--- config.mk ---
export PLATFORM = sky130hd
export DESIGN_NAME = edge_job_fifo
export DESIGN_NICKNAME = d
export VERILOG_FILES = /design/src/logic/graph_pkg.sv /design/src/logic/edge_job_fifo.sv
export SDC_FILE = /design/constraint.sdc
export NUM_CORES = 2
export LEC_CHECK = 0
export BUFFER_PORTS_ARGS = -buffer_cell sky130_fd_sc_hd__buf_2
export CAP_MARGIN = 25
export CORE_MARGIN = 1
export CORE_UTILIZATION = 55
export DETAILED_ROUTE_END_ITERATION = 12
export HOLD_SLACK_MARGIN = 0.08
export PLACE_DENSITY = 0.83
export REMOVE_ABC_BUFFERS = 1
export SLEW_MARGIN = 15
export SYNTH_ARGS = -nofsm -noshare
export SYNTH_HDL_FRONTEND = slang
export SYNTH_SLANG_ARGS = --single-unit
--- constraint.sdc ---
create_clock -name clock -period 14.2 [get_ports clock]
set_input_delay 1.42 -clock clock [delete_from_list [all_inputs] [get_ports clock]]
set_output_delay 1.42 -clock clock [all_outputs]
set_load 0.005 [all_outputs]
--- src/logic/graph_pkg.sv ---
// graph payload definitions
package graph_pkg;

	typedef logic [31:0] vertex_id_t;
	typedef logic [31:0] weight_t;
	typedef logic [31:0] edge_idx_t;

	// valid is a one cycle strobe
	typedef struct packed {
		logic       valid;
		vertex_id_t id;
		edge_idx_t  edges_idx;
		edge_idx_t  out_degree;
	} vertex_job_t;

	typedef struct packed {
		logic       valid;
		edge_idx_t  id;
		vertex_id_t src;
		vertex_id_t dest;
		weight_t    weight;
	} edge_job_t;

endpackage

--- src/logic/edge_job_fifo.sv ---
// show-ahead edge job FIFO
module edge_job_fifo #(
	parameter int  depth   = 16,
	parameter int  margin  = 4,
	parameter type entry_t = graph_pkg::edge_job_t
) (
	input  logic   clock,
	input  logic   rstn,
	input  logic   push,
	input  entry_t entry_in,
	input  logic   pop,
	output entry_t head,
	output logic   almost_full
);
	localparam int ptr_bits = (depth > 1) ? $clog2(depth) : 1;

	entry_t                     mem [depth];
	logic [ptr_bits-1:0]        wr_ptr;
	logic [ptr_bits-1:0]        rd_ptr;
	logic [$clog2(depth+1)-1:0] count;
	logic                       full;
	logic                       empty;

	assign full        = (count == depth);
	assign empty       = (count == '0);
	assign almost_full = (count >= depth - margin);

	// head shows the oldest entry; valid only with data
	always_comb begin
		head       = mem[rd_ptr];
		head.valid = !empty;
	end

	always_ff @(posedge clock) begin
		if (push) begin
			mem[wr_ptr] <= entry_in;
		end
	end

	always_ff @(posedge clock or negedge rstn) begin
		if (!rstn) begin
			wr_ptr <= '0;
			rd_ptr <= '0;
			count  <= '0;
		end else begin
			if (push) begin
				wr_ptr <= (wr_ptr == ptr_bits'(depth - 1)) ? '0 : wr_ptr + 1'b1;
			end
			if (pop) begin
				rd_ptr <= (rd_ptr == ptr_bits'(depth - 1)) ? '0 : rd_ptr + 1'b1;
			end
			if (push && !pop) begin
				count <= count + 1'b1;
			end else if (pop && !push) begin
				count <= count - 1'b1;
			end
		end
	end

	no_overflow: assert property (@(posedge clock) disable iff (!rstn)
		(push |-> !full) and (pop |-> !empty));

endmodule

==> run_results.csv <==
group,metric,value,unit
run_status,outcome,"finished clean",
final_layout,areaGrowthSynthToFinish,12.2,%
yosys,synthTopCellsByArea,"edfxtp_1 (78%), mux4_2 (11%), mux2i_1 (3.3%), a221oi_1 (1.4%), nand2_1 (1.3%)",
clock_network,cts.clk_slew.worst_paths,0.06,ns
worst_setup_path,critPathLaunchType,"flip-flop",
sta,final-setup-viol-count,0,
route,drt_iter0_drc,4794,
place,io_buffers,261,
route,drc,0,
route,vias,39300,
route,via_per_inst,6.39,
worst_setup_path,worstPathMaxFanout,106,
worst_hold_path,hold_path_class,"in -> async",
yosys,synth_top_area_share,77.9,%
clock_network,cts_buffer_depth,3,
power,p_leak,0.0289,uW
flow_run,drv_cap,0,
sta,tightest_slew,1.15,ns
worst_setup_path,rrSetupSlack,10.56,ns
yosys,netlist-cell-type-count,31,
clock_network,clk_latency,0.85,ns
grt,grt_pass1_vias,40600,
clock_network,post_cts_buffers,0,
route,antenna_left,0,
route,wl_per_cell,29.7,um
floorplanning,core.rowCount,138,
final_layout,multiInputGateArea,16000,um^2
clock_network,numCtsBuffers,195,
final_layout,drive_gt1_share,23.8,%
worst_setup_path,endpoint_kind,"output pin",
yosys,ys_seq_area_share,78.3,%
place,place_congestion,0.709,
place,dp.final_hpwl,87.1,mm
clock_network,htree_levels,4,
sta,rsz0062_at_grt,"no",
final_layout,fillCellCount,9183,
final_layout,fin_cells,6151,
final_layout,nets,4233,
power,ir_drop,168,uV
grt,grt.total_usage,25.3,%
yosys,synth.largest_area_cell,"edfxtp_1",
floorplanning,dieArea,145000,um^2
worst_setup_path,crit_required,12.78,ns
floorplanning,io_pins,263,
clock_network,clock-sinks,2061,
worst_setup_path,path_class,"reg -> out",
sta,fin_crit_sh,49.0,%
place,placed_cells,5780,
grt,grt_max_degree,156,
floorplanning,fp.dieH,381,um
yosys,syn-instance-count,3765,
yosys,avgSynthCellArea,21.0,um^2
sta,final_max_slew_viol_count,0,
place,dpl_worst_slack,7.96,ns
clock_network,cts-resized-gates,0,
sta,whs,0.458,ns
floorplanning,dieWidth,381,um
clock_network,ctsRootBufferMaster,"clkbuf_16",
grt,antenna_found_initial,39,
yosys,synth_area,78900,um^2
grt,grt_pass1_wl,266,mm
sta,finalClockSkew,0.0313,ns
power,p_per_area,187,nW/um^2
sta,slew-limit-headroom,23.5,%
final_layout,final_util,62.4,%
floorplanning,core-area,142000,um^2
clock_network,tritoncts,"done",
sta,hold_viol,0,
yosys,yosysWarnings,0,
worst_setup_path,cp.arrival,5.54,ns
route,wirelength,183,mm
sta,clock.fmax,144,MHz
grt,overflow,0,
clock_network,cts_hold_buf,0,
sta,min_period,6.96,ns
final_layout,regArea,61800,um^2
floorplanning,start_util,55.6,%
route,dr.pass1.iters,6,
sta,fin_ws,7.24,ns
yosys,ys_ff_latch,2061,
==> through the flow <==
stage / total power (uW) / setup TNS, ns / instance area [um^2]
finish: 16500 / 0 / 88600
global route: 17100 / 0 / 88500
CTS: 16600 / 0 / 88500
detailed placement: 11500 / 0 / 82200
global placement: 11400 / 0 / 82200
floorplan: 11900 / -2500.64 / 77800
==> final timing paths <==
path                         endpoint  startpoint  cells after the start
hold / removal              wr_ptr[1]        rstn                      1
min in group clock           count[4]    count[4]                      1
hold reg to reg              count[4]    count[4]                      1
setup reg to reg           mem[0][61]   wr_ptr[3]                      4
max in group asynchronous   rd_ptr[0]        rstn                      1
setup / recovery             head[17]   rd_ptr[0]                      8
==> final cells by class <==
type | instances | area share, %
Clock buffer | 230 | 5.68
Tap cell | 1890 | 2.67
Clock inverter | 124 | 1.36
Timing Repair Buffer | 331 | 2.28
Inverter | 8 | 0.0424
Antenna cell | 15 | 0.0424
Multi-Input combinational cell | 1492 | 18.1
Sequential cell | 2061 | 69.8
==> cell usage in the layout, fill, tap and decap left out, types with 2 or more instances in the layout <==
master      count
nor3_2          2
ha_1           10
inv_6           5
clkinvlp_4      2
clkinv_8        5
a221oi_1      128
nand3_1       132
diode_2        15
dfrtp_4         3
nor2_4         15
o21ai_1       126
mux2_2          2
dfrtp_1        10
buf_12         12
inv_1           7
mux2i_1       257
and2_1        128
clkinv_16       2
buf_4          56
buf_2         261
a21o_1          2
nand2_1       272
clkbuf_1       34
bufinv_16      18
nor2_1          2
edfxtp_1     2048
clkinv_1       51
a21oi_1         4
clkinv_4        5
o21ai_0        11
mux4_2        384
nand2b_1        5
inv_16          3
clkbuf_16     196
clkinv_2       33
buf_16          2
xnor2_1         5
==> synthesized netlist by cell type <==
cell type and count:
a21o_1 2, buf_1 1, buf_4 40, mux2i_1 257, nand2b_1 5, nand3_1 132
xnor2_1 5, edfxtp_1 2048, clkbuf_1 72, fa_1 1, nor2b_1 1, mux4_2 384
ha_1 10, dfrtp_1 13, buf_6 22, o21ai_0 11, nand4_1 1, mux2_2 2
clkbuf_4 9, nor2_1 17, buf_2 60, nor4_1 1, nor3_1 2, and2_1 129
a221oi_1 128, a31oi_1 1, nand2_1 272, xor2_1 1, a21oi_1 4, inv_1 8
o21ai_1 126
==> cells by family (layout without fill, tap and decap cells) <==
family          Yosys count  count (layout)  share of synthesized area [%]
flops                  2061            2061                           78.3
mux                     643             643                           14.2
simple gates            560             560                           3.31
compound gates          272             272                           2.34
buf+inv                 212             693                           1.55
fa+ha+maj                11              11                          0.184
xor+xnor                  6               6                         0.0666
other cells               0              15                              0
==> where the power goes <==
group / leakage [uW] / internal, uW / switching, uW
Clock: 0.00305 / 2870 / 2220
Sequential: 0.0187 / 7200 / 185
Combinational: 0.00723 / 1560 / 2490
Total: 0.0289 / 11600 / 4890
==> routing by layer <==
layer	GRT usage, %	up-vias	wire length, um	share of wire (%)
met3	5.11	341	18100	9.9
met4	7.97	30	4700	2.6
met5	0	-	195	0.11
met2	41.5	2238	91500	50
li1	-	16200	-	-
met1	34.5	20500	68400	37
==> worst max-delay path, cell delays in order, from the launching register on <==
cell	delay [ns]
dfrtp_4	0.97
buf_4	0.83
buf_4	0.70
buf_12	0.68
mux4_2	0.61
and2_1	0.17
o21ai_1	0.13
nand3_1	0.18
buf_2	0.18
==> state kept, by name, summed over array words and instances, names as in the netlist <==
register and cells:
mem 2048, rd_ptr 4, wr_ptr 4, count 5
No activity file was read; power rests on OpenSTA's default activity.
