==> config.mk <==
export PLATFORM = sky130hd
export DESIGN_NAME = edge_base_regs
export DESIGN_NICKNAME = d
export VERILOG_FILES = /design/src/logic/mem_pkg.sv /design/src/logic/edge_base_regs.sv
export SDC_FILE = /design/constraint.sdc
export NUM_CORES = 1
export LEC_CHECK = 0
export BUFFER_PORTS_ARGS = -buffer_cell sky130_fd_sc_hd__buf_2
export CELL_PAD_IN_SITES_DETAIL_PLACEMENT = 1
export CELL_PAD_IN_SITES_GLOBAL_PLACEMENT = 1
export CORE_MARGIN = 8
export CORE_UTILIZATION = 39
export DETAILED_ROUTE_END_ITERATION = 10
export PLACE_DENSITY = 0.76
export SLEW_MARGIN = 20
export SYNTH_ARGS = -nofsm -noshare
export SYNTH_HDL_FRONTEND = slang
export SYNTH_SLANG_ARGS = --single-unit
==> constraint.sdc <==
create_clock -name clock -period 1.05 [get_ports clock]
set_input_delay 0.21 -clock clock [delete_from_list [all_inputs] [get_ports clock]]
set_output_delay 0.21 -clock clock [all_outputs]
set_load 0.01 [all_outputs]
==> src/logic/mem_pkg.sv <==
// memory side definitions
package mem_pkg;

	// cacheline geometry
	localparam int line_bytes = 64;
	localparam int elem_bytes = 4;
	localparam int line_elems = line_bytes / elem_bytes;

	typedef logic [63:0]  addr_t;
	typedef logic [511:0] line_t;
	typedef logic [7:0]   req_size_t;
	typedef logic [4:0]   elem_count_t;

	// which edge array a command or response belongs to
	typedef enum logic [1:0] {
		array_src    = 2'd0,
		array_dest   = 2'd1,
		array_weight = 2'd2
	} array_tag_t;

	typedef struct packed {
		logic       valid;
		array_tag_t tag;
		addr_t      address;
		req_size_t  size;
	} read_cmd_t;

	// one whole line per response, element 0 in the low bits
	typedef struct packed {
		logic       valid;
		array_tag_t tag;
		line_t      data;
	} read_rsp_t;

endpackage

==> src/logic/edge_base_regs.sv <==
// edge array base registers
module edge_base_regs (
	input  logic                clock,
	input  logic                rstn,
	input  logic                cfg_write,
	input  mem_pkg::array_tag_t cfg_tag,
	input  mem_pkg::addr_t      cfg_addr,
	output mem_pkg::addr_t      src_base,
	output mem_pkg::addr_t      dest_base,
	output mem_pkg::addr_t      weight_base
);
	import mem_pkg::*;

	// one register per array, selected by tag
	always_ff @(posedge clock or negedge rstn) begin
		if (!rstn) begin
			src_base    <= '0;
			dest_base   <= '0;
			weight_base <= '0;
		end else if (cfg_write) begin
			case (cfg_tag)
				array_src: begin
					src_base <= cfg_addr;
				end
				array_dest: begin
					dest_base <= cfg_addr;
				end
				array_weight: begin
					weight_base <= cfg_addr;
				end
				default: begin
					src_base <= src_base;
				end
			endcase
		end
	end

endmodule

==> impl_metrics.toml, run 1 <==
[finish]
drive_above_1_share_pct = 77.7
area_growth_pct = 54.7
instances_no_fill = 1147
final_cell_mix = "dfrtp_1, buf_4, mux2_4"
fin_nets = 933
fillerInstances = 1921
final_common_cell = "dfrtp_1"

[power_and_ir_drop]
cellPowerDensity_nw_per_um2 = 2020
leakage_uw = 0.00640
ir_drop_uv = 929

[critical_path]
critical_path_required_ps = 840
rrSetupSlack_ps = 10
slowest_stage = "dfrtp_1"
crit_path_max_incr_delay_ps = 420
arrival_ps = 1010
r2r_start = "weight_base[17]"
critPathLaunchType = "flip-flop"
criticalPathCategory = "reg2out"
r2r_end = "weight_base[17]"
path_cells = "buf_2"
worst-r2r-cell-count = 3
cp_max_fo = 2
worst-path-buf-inv = 1
path_delay_family = "flip-flops"
end_kind = "output pin"

[synthesis]
synthTopCellsByArea = "dfrtp_1, mux2_4, mux2_2, buf_12, buf_6"
ys_seq_area_share_pct = 61.1
synth_nets = 477
synth_largest_area_cell = "dfrtp_1"
netlist_area_um2 = 7860
synth_top_area_share_pct = 61.1
yosys_warnings = 0
synth-seq-cells = 192
syn_area_per_cell_um2 = 19.3
yosys.cell_types.count = 7
netlist_instances = 408

[sta]
fin_skew_ps = 0
tightest_slew_ps = 349
fmax_mhz = 820
min_period_ps = 1220
worst_slack_ps = -169
final-setup-viol-count = 192
max_slew_margin_pct = 76.7
slew_violations = 0
finalCritPeriodShare_pct = 116
final_hold_viol_count = 0
rsz0062_at_grt = "true"

[global_routing]
grt_max_degree = 38
grt.overflow.total = 0
antenna_found_initial = 1
grt_pass1_wl_um = 36200
grt_pass1_vias = 6124
grt_usage_pct = 18.9

[floorplanning]
die_x_um = 158
initial_core_util_pct = 39.3
top_level_ports = 261
rows = 52
die_h_um = 158
coreArea_um2 = 20000
dieArea_um2 = 24900

[job]
drv_cap = 0

[clocking]
cts_htree_levels = 4
cts_sinks = 192
root_buffer = "clkbuf_16"
tritoncts = "done"
cts_made_buffers = 17
cts_max_path_buffers = 2
path_clk_slew_ps = 80
clock_latency_ps = 420

[place]
gp_congestion = 0.783
io_buffers = 260
pre_cts_ws_ps = -400
place_inst = 945
dp_hpwl_um = 15600

[drt]
wl_per_cell_um = 23.0
routed_wl_um = 26300
ant_nets = 0
post-route-drc-count = 0
dr.pass1.iters = 4
vias = 5351
first_iter_violations = 179
viasPerCell = 4.67

[min_path]
hp-class = "in2reg"
min_from = "cfg_addr[5]"
whs_endpoint = "weight_base[5]"
holdPathStages = 2

[status]
violations = "setup timing"
status = "complete, but fails checks"
[layer usage]
| layer | wire [um] | up-vias | part of all wire (%) | global-route usage [%] |
|---|---|---|---|---|
| met1 | 9840 | 2806 | 37 | 21.3 |
| met3 | 1240 | 36 | 4.7 | 4.67 |
| met4 | 569 | 0 | 2.2 | 7.72 |
| met5 | 0 | - | 0 | 0 |
| met2 | 14700 | 170 | 56 | 33.8 |
| li1 | - | 2339 | - | - |
[worst max-delay path by stage]
stage / to / cells after the start / from
floorplan: src_base[0] / 4 / cfg_tag[0]
global placement: src_base[0] / 4 / cfg_tag[0]
detailed placement: src_base[22] / 4 / cfg_tag[0]
CTS: weight_base[41] / 1 / weight_base[41]
global route: src_base[18] / 1 / src_base[18]
finish: src_base[18] / 1 / src_base[18]
[final cells by class]
class	count	area, um^2	share of cell area (%)
Antenna cell	1	2.50	0.0206
Clock buffer	17	425	3.50
Sequential cell	192	4800	39.5
Clock inverter	14	150	1.24
Timing Repair Buffer	458	3560	29.3
Multi-Input combinational cell	195	2870	23.6
Tap cell	270	338	2.78
[through the flow]
step                      total power, uW  util [%]  instance area, um^2  hold slack, ps  setup TNS, ps
after floorplan                     12600         -                 8070           -85.6         -10650
after global placement              14900      48.3                 9650             147         -58930
after detailed placement            15100      48.3                 9650             151         -62730
after CTS                           23200      56.7                11300            23.6         -26130
after global routing                25500      60.8                12200            28.6         -30220
final                               24500      60.8                12200            39.5         -23790
[power breakdown]
group,internal [uW],switching [uW]
sequential,8800,1120
combinational,5210,2910
clock,3360,3120
[state kept, by name (all words and copies together) (netlist names)]
name and cells:
src_base 64, dest_base 64, weight_base 64
[cell families after synthesis]
logic type | synth area share [%]
mux | 33.5
simple gates | 0.350
flops | 61.1
buf+inv | 5.02
[synthesized netlist by cell type]
library cell	instances
dfrtp_1	192
mux2_4	125
mux2_2	67
buf_12	18
buf_6	3
nand3b_1	2
nor3b_2	1
[repair_timing]
| item | 4_1_cts | 5_1_grt |
|---|---|---|
| hold buffers | 1 | 0 |
| pin swaps | 0 | 1 |
| endpoints found under the setup margin | 192 | 198 |
| gates resized for setup | 61 | 49 |
| buffers inserted | 102 | 67 |
| endpoints found under the hold margin | 25 | 0 |
| cloned | 0 | 1 |
No activity file was read; power rests on OpenSTA's default activity.
==> run 2, diff against run 1 <==
CELL_PAD_IN_SITES_DETAIL_PLACEMENT = 0   (was 1)
==> run 2 against run 1 <==
Against the previous run: the run still ends with setup timing left; global-route usage is 2.5 points lower; utilization shrank 1.7 points; largest power group unchanged; routed wire length fell by 18%.
==> impl_metrics.toml, run 2 (same netlist as run 1, synthesis figures left out) <==
[clocking]
root_buffer = "clkbuf_16"
cts_made_buffers = 17
tritoncts = "done"
clock_latency_ps = 410
path_clk_slew_ps = 80
cts_sinks = 192
cts_max_path_buffers = 2
cts_htree_levels = 4

[min_path]
min_from = "cfg_addr[49]"
whs_endpoint = "src_base[49]"
holdPathStages = 2
hp-class = "in2reg"

[drt]
met2_length_um = 11200
top_layer = "met5"
ant_nets = 0
first_iter_violations = 176
routed_wl_um = 21500
met3_length_um = 1330
dr.pass1.iters = 4
vias = 5101
viasPerCell = 4.53
wl_per_cell_um = 19.1
post-route-drc-count = 0
drt-met1-wl_um = 8430

[floorplanning]
rows = 52
initial_core_util_pct = 39.3
die_x_um = 158
die_h_um = 158
dieArea_um2 = 24900
top_level_ports = 261
coreArea_um2 = 20000

[sta]
rsz0062_at_grt = "true"
fmax_mhz = 839
tightest_slew_ps = 336
slew_violations = 0
fin_skew_ps = 0
worst_slack_ps = -141
final_hold_viol_count = 0
max_slew_margin_pct = 77.6
min_period_ps = 1190
finalSetupTns_ps = -20770
finalCritPeriodShare_pct = 113
final-setup-viol-count = 192

[finish]
fin_nets = 914
num_antenna_cells = 0
final_util_pct = 59.1
area_growth_pct = 50.3
drive_above_1_share_pct = 77.2
final_common_cell = "dfrtp_1"
final_cell_mix = "dfrtp_1, buf_2, mux2_4"
reg_top3 = "dest_base x64, src_base x64, weight_base x64"

[critical_path]
cp.depth = 1
r2r_end = "src_base[27]"
r2r_start = "src_base[27]"
path_cells = "buf_2"
worst-r2r-cell-count = 3
end_kind = "output pin"
criticalPathCategory = "reg2out"
worst-path-buf-inv = 1
arrival_ps = 980
crit_path_max_incr_delay_ps = 400
critical_path_required_ps = 840
slowest_stage = "dfrtp_1"
path_delay_family = "flip-flops"
cp_max_fo = 2
rrSetupSlack_ps = 10
critPathLaunchType = "flip-flop"

[power_and_ir_drop]
ir_drop_uv = 935
cellPowerDensity_nw_per_um2 = 2010
leakage_uw = 0.00625

[place]
io_buffers = 260
dp_hpwl_um = 14400
gp_congestion = 0.783

[status]
violations = "setup timing"
status = "complete, but fails checks"

[global_routing]
grt_pass1_wl_um = 31500
grt_max_degree = 38
grt_usage_pct = 16.4
grt_pass1_vias = 5694
antenna_found_initial = 1
grt.overflow.total = 0

[job]
drv_cap = 0
## run 2: cell types whose count changed in the layout (fill, tap and decap cells not counted), sizes merged
| cell | delta |
|---|---|
| buf | -18 |
| bufinv | +1 |
| clkbuf | -1 |
| clkinv | -1 |
| diode | -1 |
## run 2: per-layer routing
layer,track usage [%],vias up
met5,0,-
met4,6.78,2
met3,4.26,41
met2,29.0,167
met1,18.6,2585
li1,-,2306
## run 2: layout make-up
type / count / area [um^2]
Sequential cell: 192 / 4800
Clock buffer: 17 / 425
Fill cell: 1544 / 8160
Tap cell: 270 / 338
Clock inverter: 14 / 155
Timing Repair Buffer: 439 / 3220
Multi-Input combinational cell: 195 / 2870
## run 2: metrics by stage
step | cell area [um^2] | total power, uW | std cells | hold WS, ps | setup slack, ps
after CTS | 11200 | 22900 | 1071 | 22.0 | -165
after detailed placement | 9650 | 15000 | 945 | 149 | -400
after global placement | 9650 | 14900 | 945 | 147 | -373
after global routing | 11800 | 24800 | 1127 | 27.8 | -179
after floorplan | 8070 | 12600 | 408 | -85.6 | -107
final | 11800 | 23700 | 1127 | 46.9 | -141
## run 2: power by group
group / internal, uW / switching [uW] / total [uW]
sequential: 8800 / 976 / 9780
combinational: 4820 / 2620 / 7440
clock: 3550 / 2940 / 6490
## run 2: worst max-delay path by stage
stage / start / end / slack (ps)
after global routing: src_base[35] / src_base[35] / -180
after detailed placement: cfg_tag[0] / src_base[32] / -400
final: dest_base[48] / dest_base[48] / -140
after floorplan: cfg_tag[0] / src_base[0] / -110
after global placement: cfg_tag[0] / src_base[0] / -370
after CTS: src_base[44] / src_base[44] / -160
## run 2: what timing repair did
action                     4_1_cts  5_1_grt
hold endpoints to repair        25        0
gates resized for setup         40       40
setup buffers                   94       56
hold buffers                     1        0
setup endpoints to repair      192      192
gates cloned                     0        0
