<file path="config.mk">
export PLATFORM = sky130hd
export DESIGN_NAME = edge_cacheline_stream
export DESIGN_NICKNAME = d
export VERILOG_FILES = /design/src/logic/mem_pkg.sv /design/src/logic/edge_cacheline_stream.sv
export SDC_FILE = /design/constraint.sdc
export NUM_CORES = 1
export LEC_CHECK = 0
export ABC_AREA = 1
export ABC_CLOCK_PERIOD_IN_PS = 3300
export BUFFER_PORTS_ARGS = -buffer_cell sky130_fd_sc_hd__buf_2
export CAP_MARGIN = 20
export CELL_PAD_IN_SITES_DETAIL_PLACEMENT = 1
export CELL_PAD_IN_SITES_GLOBAL_PLACEMENT = 1
export CORE_MARGIN = 2
export CORE_UTILIZATION = 45
export CTS_CLUSTER_DIAMETER = 100
export DETAILED_ROUTE_END_ITERATION = 10
export GPL_TIMING_DRIVEN = 0
export PLACE_DENSITY_LB_ADDON = 0.1
export SYNTH_ARGS = -nofsm -noshare
export SYNTH_HDL_FRONTEND = slang
export SYNTH_SLANG_ARGS = --single-unit
</file>
<file path="constraint.sdc">
create_clock -name clock -period 3.3 [get_ports clock]
set_clock_uncertainty 0.2 [all_clocks]
set_input_delay 0.33 -clock clock [delete_from_list [all_inputs] [get_ports clock]]
set_output_delay 0.33 -clock clock [all_outputs]
set_load 0.005 [all_outputs]
</file>
<file path="src/logic/mem_pkg.sv">
// memory side definitions
package mem_pkg;

	// cacheline geometry
	localparam int line_bytes = 64;
	localparam int elem_bytes = 4;
	localparam int line_elems = line_bytes / elem_bytes;

	typedef logic [63:0]  addr_t;
	typedef logic [511:0] line_t;
	typedef logic [7:0]   req_size_t;
	typedef logic [4:0]   elem_count_t;

	// which edge array a command or response belongs to
	typedef enum logic [1:0] {
		array_src    = 2'd0,
		array_dest   = 2'd1,
		array_weight = 2'd2
	} array_tag_t;

	typedef struct packed {
		logic       valid;
		array_tag_t tag;
		addr_t      address;
		req_size_t  size;
	} read_cmd_t;

	// one whole line per response, element 0 in the low bits
	typedef struct packed {
		logic       valid;
		array_tag_t tag;
		line_t      data;
	} read_rsp_t;

endpackage

</file>
<file path="src/logic/edge_cacheline_stream.sv">
// cacheline element stream
module edge_cacheline_stream #(
	parameter type                 elem_t = logic [31:0],
	parameter mem_pkg::array_tag_t tag    = mem_pkg::array_src
) (
	input  logic                 clock,
	input  logic                 rstn,
	input  mem_pkg::read_rsp_t   read_rsp,
	input  mem_pkg::elem_count_t chunk_offset,
	input  mem_pkg::elem_count_t chunk_count,
	input  logic                 shift,
	output elem_t                elem,
	output logic                 elem_valid,
	output logic                 pending
);
	import mem_pkg::*;

	localparam int elem_bits = elem_bytes * 8;

	line_t       line_q;
	elem_count_t index;
	elem_count_t left;
	logic        capture;

	// only lines for this array
	assign capture = read_rsp.valid && (read_rsp.tag == tag);

	always_ff @(posedge clock or negedge rstn) begin
		if (!rstn) begin
			pending    <= 1'b0;
			index      <= '0;
			left       <= '0;
			elem_valid <= 1'b0;
		end else begin
			elem_valid <= shift && pending;
			if (capture) begin
				pending <= 1'b1;
				index   <= chunk_offset;
				left    <= chunk_count;
			end else if (shift && pending) begin
				index <= index + 1'b1;
				left  <= left - 1'b1;
				// last element of the chunk
				if (left == elem_count_t'(1)) begin
					pending <= 1'b0;
				end
			end
		end
	end

	always_ff @(posedge clock) begin
		if (capture) begin
			line_q <= read_rsp.data;
		end
		if (shift && pending) begin
			elem <= elem_t'(line_q[index * elem_bits +: elem_bits]);
		end
	end

	line_while_pending: assert property (@(posedge clock) disable iff (!rstn)
		capture |-> !pending);

endmodule

</file>
==> run summary, run 1 <==
The run finished, with violations left. The final reports fail on design-rule violations. From left edge to right edge, the die measures 233.6 um. The number of flip-flops and latches in the synthesized netlist was 556. In this run the clock root is driven by a sky130_fd_sc_hd__clkbuf_16. Counting every net in the synthesized netlist gives 2770. In this run the static leakage power is 15.67 nW. The number of levels in the clock H-tree was 2; the design area was 0.03457 mm2. The share of the synthesized area in the top cell type was 68.89%.

The wire length of the first global-routing pass is 164200 um. Dividing total power by cell area gives a power density of 699.7 mW/mm2. After synthesis the cells add up to 0.02371 mm2. Number of inserted filler cells in the final layout: 5694.

The tool flagged a number of max-cap violations equal to 0. The primary flip-flop cell chosen by synthesis mapping was sky130_fd_sc_hd__edfxtp_1. The area of all sequential standard cells was 0.01664 mm2. Headroom to the max-slew limit came out at 38.58%. The via density per instance was 5.505; the top achievable clock speed was 319.7 MHz. The worst setup path is captured at a flip-flop. The first TritonRoute pass finished after 8 iterations. The share of synthesized flip-flops with an asynchronous set or reset works out to 2.158%.

Total count of hold-check failures in the final report: 0. In the finished design, the share of the clock period the worst path needs comes to 94.78%. The cell type with the largest total area after synthesis is sky130_fd_sc_hd__edfxtp_1. TritonCTS built the clock tree.

The proportion of layout cells with a drive suffix above 1 works out to 21.52%. The count of input and output buffers is 561, and the synthesis-to-finish area growth is 45.79%. The per-cell routed wire length was 28.06 um; the post-synthesis sequential area ratio was 70.16%.

The tightest min-delay check is of the primary input to flip-flop type. Via count of the first global-routing pass: 25150. The clock latency on the worst-skew pair was 0.62 ns.

The most common cell in the synthesized netlist is sky130_fd_sc_hd__nand2_1. The post-CTS resize count is 0, and the post-detailed-placement cell area is 0.02750 mm2. The total internal power was 14.66 mW; the total grt overflow was 0. Remaining antenna violation count: 0. The setup check on the worst reg-to-reg path leaves a slack of 0.61 ns.

Number of hold buffers added after cts: 524. The logs give 127 for the maximum number of pins on one net before global-route repair and 59 for the number of CTS-inserted buffers. The iteration-0 DRC count of the detailed router was 2687. During I/O placement, the number of pins put on the boundary was 562. STA puts the critical path data arrival time at 3.17 ns.

The total via count in the routed design is 22880. The slew at the pin closest to its max-slew limit is 0.9213 ns. The analysis attributes to net switching a power of 9.528 mW. The tools report the end-of-flow core utilization as 66.05%. The share of total power in the clock network came out at 27.2%.

In this run the most critical hold path is launched from shift. For this configuration, the core starts out at a cell density of 45.31%. At the end of routability-driven placement, the weighted congestion stood at 0.8809. The tools report the number of buffers inserted by post-CTS setup repair as 0. The average cell area after synthesis is 10.59 um2. For this block, the routed nets add up to 116600 um of wire. In the final timing run, aggregate negative setup slack is 0 ns.

The tools report the post-detailed-route DRC marker count as 2. In the final layout, the multi-input gates occupy 0.005066 mm2. The worst register-to-register path ends at elem[27]$_DFFE_PP_. Sequential cells account for 36.2% of the total power.

The proportion of total power due to net switching is 39.39%, and the minimum period implied by the final worst setup slack is 3.128 ns. The wire-length estimate of the detail-placed layout is 60640 um. Yosys mapped a number of flops with a built-in enable equal to 544. For this design, the sink count on the clock tree is 556. The die covers 0.05455 mm2.

In this run the worst path has a maximum fanout of 126. Counting distinct cell types in the post-synthesis netlist gives 23. The total number of placement rows is 84. Setup violations remaining at the end of the flow were counted as 0.

Measured in cells, the most critical reg-to-reg path has a length of 7. The critical path data required time is 3.34 ns, and the initial antenna violation count is 28. The tools report the worst-case clock buffer depth as 3. Combinational cells account for 36.6% of the total power. For the max-slew violation total from the final report, the log shows 0. The run gives 0.0004739 V as the worst-case vdd ir drop.

Yosys printed 0 warnings. The chip height works out to 233.6 um. In the post-synthesis netlist, the biggest area contributors are sky130_fd_sc_hd__edfxtp_1 69%, sky130_fd_sc_hd__nand2_1 14%, sky130_fd_sc_hd__inv_1 5.8%, sky130_fd_sc_hd__nand3_1 5.6%, sky130_fd_sc_hd__dfrtp_1 1.3%. The setup path with the least slack is of type primary input to flip-flop. The floorplan step defined a core boundary enclosing 0.05234 mm2.

Counting instances, the worst hold path has a depth of 3. After clock tree synthesis, the clock-pin slew on the worst setup and hold paths is 0.07 ns. The worst-case hold path end point is left[1]$_DFFE_PN0P_. The startpoint type of the worst setup path was a primary input. Ranked by instance count, the synthesized netlist is headed by 878 x sky130_fd_sc_hd__nand2_1, 544 x sky130_fd_sc_hd__edfxtp_1, 365 x sky130_fd_sc_hd__inv_1, 264 x sky130_fd_sc_hd__nand3_1, 54 x sky130_fd_sc_hd__buf_2. Synthesis produced a netlist whose cell count is 2239. Layout net count: 3920. The worst reg2reg path startpoint is index[1]$_DFFE_PN0P_.

Global routing consumed, over all layers together, 41.71% of the routing resources.
-- final cells by class --
| cell class | instances | share of cell area [%] |
|---|---|---|
| well taps | 688 | 2.490 |
| clock buffers | 82 | 4.672 |
| repair buffers | 1089 | 23.61 |
| plain buffers | 108 | 1.853 |
| diodes | 33 | 0.2389 |
| flip-flops and latches | 556 | 48.12 |
| multi-input cells | 1208 | 14.65 |
| clock inverters | 24 | 0.3691 |
| inverters | 367 | 3.992 |
-- power by group through the flow --
stage | sequential, mW | clock (mW) | combinational, mW
3_3_place_gp | 8.82 | 0 | 7.14
6_report | 8.75 | 6.58 | 8.85
3_5_place_dp | 8.83 | 0 | 7.37
4_1_cts | 8.69 | 6.27 | 7.99
2_1_floorplan | 8.82 | 0 | 4.30
5_1_grt | 8.79 | 6.76 | 9.31
-- critical path, stage by stage --
cell                      delay, ns
sky130_fd_sc_hd__buf_2         0.10
sky130_fd_sc_hd__nor2_1        0.15
sky130_fd_sc_hd__nand2_1       0.22
sky130_fd_sc_hd__inv_1         0.19
sky130_fd_sc_hd__buf_8         0.47
sky130_fd_sc_hd__buf_16        0.50
sky130_fd_sc_hd__buf_16        0.51
sky130_fd_sc_hd__buf_16        0.49
-- state kept, by name, indices dropped and copies added, names as in the netlist --
name / flops
elem_valid: 1
index: 5
line_q: 512
pending: 1
left: 5
elem: 32
-- per-layer routing --
metal	track usage [%]	vias up	share of wire, %
li1	-	9529	-
met1	45.56	11160	34
met2	71.97	1646	50
met3	9.631	533	8.7
met4	28.54	12	7.8
met5	0	-	0.072
-- layout by cell type (no fill, tap or decap), types with 2 or more instances in the layout --
master and instances:
sky130_fd_sc_hd__dfrtp_1 12, sky130_fd_sc_hd__buf_1 11, sky130_fd_sc_hd__nor2_1 8, sky130_fd_sc_hd__o211ai_1 3
sky130_fd_sc_hd__a21oi_1 13, sky130_fd_sc_hd__buf_4 12, sky130_fd_sc_hd__buf_2 614, sky130_fd_sc_hd__clkinv_2 5
sky130_fd_sc_hd__dlygate4sd3_1 524, sky130_fd_sc_hd__nand3_1 264, sky130_fd_sc_hd__diode_2 33, sky130_fd_sc_hd__ha_1 3
sky130_fd_sc_hd__clkinv_1 17, sky130_fd_sc_hd__buf_16 4, sky130_fd_sc_hd__nand2_1 878, sky130_fd_sc_hd__o21ai_0 9
sky130_fd_sc_hd__clkbuf_1 36, sky130_fd_sc_hd__inv_1 364, sky130_fd_sc_hd__clkbuf_16 61, sky130_fd_sc_hd__inv_2 2
sky130_fd_sc_hd__edfxtp_1 544, sky130_fd_sc_hd__buf_6 15, sky130_fd_sc_hd__o22ai_1 3, sky130_fd_sc_hd__xor2_1 3
sky130_fd_sc_hd__a21oi_2 21
-- worst max path at each step --
stage | startpoint | to | slack, ns | depth (start not counted)
floorplan | read_rsp[513] | line_q[0]$_DFFE_PP_ | 0.04 | 4
detailed placement | read_rsp[513] | line_q[5]$_DFFE_PP_ | -0.23 | 8
CTS | read_rsp[513] | line_q[104]$_DFFE_PP_ | 0.42 | 8
global route | read_rsp[513] | line_q[8]$_DFFE_PP_ | -0.02 | 8
finish | read_rsp[513] | line_q[69]$_DFFE_PP_ | 0.17 | 8
global placement | read_rsp[513] | line_q[42]$_DFFE_PP_ | -0.93 | 5
-- cell families after synthesis --
logic type,synth area share (%)
AND/OR/NAND/NOR,19.64
flip-flops,70.16
buffers and inverters,8.479
AO/OA/AOI/OAI,1.451
XOR/XNOR,0.1108
adder cells (fa/ha/maj),0.1583
-- metrics by stage --
stage	instances	power, mW	hold slack, ns	setup WS, ns
5_1_grt	4146	24.86	0.09713	-0.01853
2_1_floorplan	2239	13.13	-0.1656	0.04216
4_1_cts	4122	22.95	0.0004824	0.4241
6_report	4155	24.19	0.05582	0.1723
3_5_place_dp	3492	16.21	0.04012	-0.2348
3_3_place_gp	3488	15.96	0.03026	-0.9345
Note: power is estimated with default switching activity, not from simulation.
==> run 2, diff against run 1 <==
ABC_CLOCK_PERIOD_IN_PS = 4000   (was 3300)
CORE_ASPECT_RATIO = 1.2   (was not set)
clock period = 4 ns   (was 3.3 ns; I/O delays follow)
==> run summary, run 2 (synthesis results as in run 1) <==
Wire length of the first global-routing pass: 167400 um (+2.0%). The reported leakage power came out at 15.64 nW (-0.18%). The critical path data required time was 4.04 ns (+0.70 ns). The largest registers in the layout are line_q (512), elem (32). Post-CTS resize count: 0 (unchanged). For the share of total power in the clock network, the log shows 26.8% (-0.4 points).

The slew at the pin closest to its max-slew limit came out at 0.9966 ns (+0.07533 ns). On the critical path, the stage with the largest delay is an instance of sky130_fd_sc_hd__buf_16. The total net switching power is 8.296 mW (-13%).

The start-to-end type of the worst setup path was primary input to flip-flop. The areal power density over the cells came out at 586.4 mW/mm2 (-16%). In the layout the commonest cells are 878 x sky130_fd_sc_hd__nand2_1, 614 x sky130_fd_sc_hd__buf_2, 544 x sky130_fd_sc_hd__edfxtp_1. Portion of total power attributed to combinational logic: 37.4% (+0.8 points). The tools report the number of ports placed on the die boundary as 562 (unchanged).

The signal on the critical path passes through buf_2 -> nor2_1 -> nand2_1 -> inv_1 -> buf_8 -> buf_16 -> buf_16 -> buf_16. The post-detailed-route DRC marker count is 0 (-2), and the total internal power is 11.97 mW (-18%). The flip-flop count of the largest register after layout is 512 (unchanged). The core footprint is 0.05226 mm2 (-0.15%). The worst path buffer plus inverter count came out at 6 (unchanged). The remaining antenna violation count came out at 0 (unchanged).

TritonCTS built the clock tree. The worst hold path stage count is 3 (unchanged). The worst hold path belongs to the class primary input to flip-flop. Startpoint type of the worst setup path: a primary input. The final critical path takes up 78.04% of the cycle. The tools report the sequential power share as 35.8% (-0.4 points).

For the overall power after layout, the log shows 20.26 mW (-16%). The tools report the clock root buffer master as sky130_fd_sc_hd__clkbuf_16. The worst-case vdd ir drop was 0.0005582 V (+18%); the proportion of total power due to net switching was 40.94% (+1.6 points).

The run gives 0 (unchanged) as the number of buffers inserted by post-CTS setup repair. The tools report the minimum setup slack after placement as 0.3402 ns (+0.5750 ns). Worst slew margin relative to its limit: 33.56% (-5.0 points).

The largest stage delay on the critical path came out at 0.57 ns (+0.06 ns). The run gives 3918 (-0.051%) as the layout net count. The worst setup path is captured at a flip-flop. For the initial core utilization, the log shows 45.37% (+0.069 points). The tools report the total clock sinks as 556 (unchanged).

The die outline area was 0.05456 mm2 (about the same). For the number of hold buffers added after cts, the log shows 524 (unchanged). The per-cell routed wire length was 30.75 um (+9.6%); the global-route usage over all layers was 42.56% (+0.85 points). More flip-flops sit in one register than any other, and that register is line_q. Leaving out fill and tap cells, the most frequent cell in the layout is sky130_fd_sc_hd__nand2_1. The logs give 133 (+4.7%) for the maximum number of pins on one net before global-route repair and 3255 (+21%) for the iteration-0 DRC count of the detailed router. The HPWL reported at the end of detailed placement is 60750 um (+0.19%), and the reported max-cap violation count is 0 (unchanged). The count of input and output buffers was 561 (unchanged); the arrival time reported for the critical path endpoint was 3.17 ns (about the same).

The final worst setup slack came out at 0.8786 ns (+0.7062 ns). The synthesis-to-finish area growth came out at 45.72% (about the same). The total via count in the routed design was 23950 (+4.7%); the number of inserted filler cells in the final layout was 5703 (+0.16%). Worst-case clock buffer depth: 3 (unchanged). The run gives 0 (unchanged) as the total of endpoints with negative setup slack in the final report.

The worst path needs 3.121 ns of the cycle, external delays included. The via count of the first global-routing pass is 25240 (+0.37%). The number of levels in the clock H-tree is 2 (unchanged).

Setup repair after global routing left no endpoint under its margin. The flow ran to the end, and the final reports show no timing, DRC or antenna violations. The top achievable clock speed is 320.4 MHz, and the largest fanout on the critical path is 132 (+4.8%). For the initial antenna violation count, the log shows 31 (+11%).

The area of all sequential standard cells was 0.01664 mm2 (unchanged); the clock latency on the worst-skew pair was 0.64 ns (+0.02 ns). The clock-pin slew of the registers on the worst-case setup and hold paths was 0.06 ns (about the same). The worst-case reg-to-reg path depth works out to 7 (unchanged). The number of gates on the worst path with buffers counted was 8 (unchanged). Number of detailed-route iterations in the first pass: 7 (-1). Total count of hold-check failures in the final report: 0 (unchanged). The category of cells accounting for the largest share of critical-path delay is buffers and inverters. Dominant cell type by count on the critical path: sky130_fd_sc_hd__buf_16. The final weighted congestion of routability-driven global placement was 0.8839 (+0.34%); the proportion of layout cells with a drive suffix above 1 was 21.67% (+0.15 points). The max-slew violation total from the final report is 0 (unchanged), and the via density per instance is 5.725 (+4.0%). The logs give 57 (-3.4%) for the number of CTS-inserted buffers and 128600 um (+10%) for the total length of routed wires. Width of the chip: 213.6 um (-8.6%). The chip height was 255.5 um (+9.4%). For the total grt overflow, the log shows 0 (unchanged). The total number of placement rows came out at 92 (+9.5%).

The multi-input logic area was 0.005066 mm2 (unchanged).
[run 2: cell types whose count changed in the layout (fill, tap and decap cells not counted), sizes merged]
cell,delta
diode,+17
clkbuf,-13
clkinv,+6
bufinv,+1
clkinvlp,+1
inv,-1
[run 2: worst paths after layout]
path | endpoint | slack (ns) | start
max reg2reg | elem[29]$_DFFE_PP_ | 1.19 | index[1]$_DFFE_PN0P_
max in group asynchronous | index[4]$_DFFE_PN0P_ | 2.49 | rstn
min reg2reg | pending$_DFFE_PN0P_ | 0.40 | pending$_DFFE_PN0P_
max | line_q[295]$_DFFE_PP_ | 0.88 | read_rsp[513]
min | left[1]$_DFFE_PN0P_ | 0.13 | shift
min in group asynchronous | pending$_DFFE_PN0P_ | 0.68 | rstn
[run 2: final cells by class]
cell class | count | share of cell area (%)
sequential | 556 | 48.15
timing repair buffer | 1089 | 23.62
multi-input combinational | 1208 | 14.66
clock buffer | 69 | 4.258
inverter | 367 | 3.994
tap | 705 | 2.553
buffer | 108 | 1.854
clock inverter | 31 | 0.5468
antenna | 50 | 0.3621
[run 2: tightest hold or removal path, cell delays in order]
cell                       delay, ns
sky130_fd_sc_hd__buf_2          0.10
sky130_fd_sc_hd__nand2_1        0.20
sky130_fd_sc_hd__o311ai_0       0.19
[run 2: through the flow]
| stage | util [%] | area, um2 | hold WS (ns) | instances | setup TNS, ns |
|---|---|---|---|---|---|
| finish | 66.12 | 34550 | 0.1291 | 4183 | 0 |
| global route | 66.06 | 34530 | 0.1565 | 4172 | 0 |
| CTS | 65.88 | 34430 | 0.07287 | 4133 | 0 |
| detailed placement | 52.66 | 27520 | 0.1077 | 3509 | 0 |
| global placement | 52.45 | 27410 | 0.09844 | 3505 | -472.43 |
| floorplan | - | 23720 | -0.09559 | 2239 | 0 |
[run 2: power by group through the flow]
stage               Sequential, mW  Clock, mW  Combinational, mW
global route                  7.28       5.55               7.87
finish                        7.26       5.43               7.57
global placement              7.31          0               5.87
detailed placement            7.31          0               6.08
floorplan                     7.28          0               3.55
CTS                           7.19       5.01               6.55
[run 2: per-layer routing]
metal	part of all wire (%)	vias up	global-route usage, %
met1	32	11510	47.83
met4	9.9	10	29.51
met5	0.058	-	0
met2	48	2163	71.03
li1	-	9536	-
met3	10	726	10.04
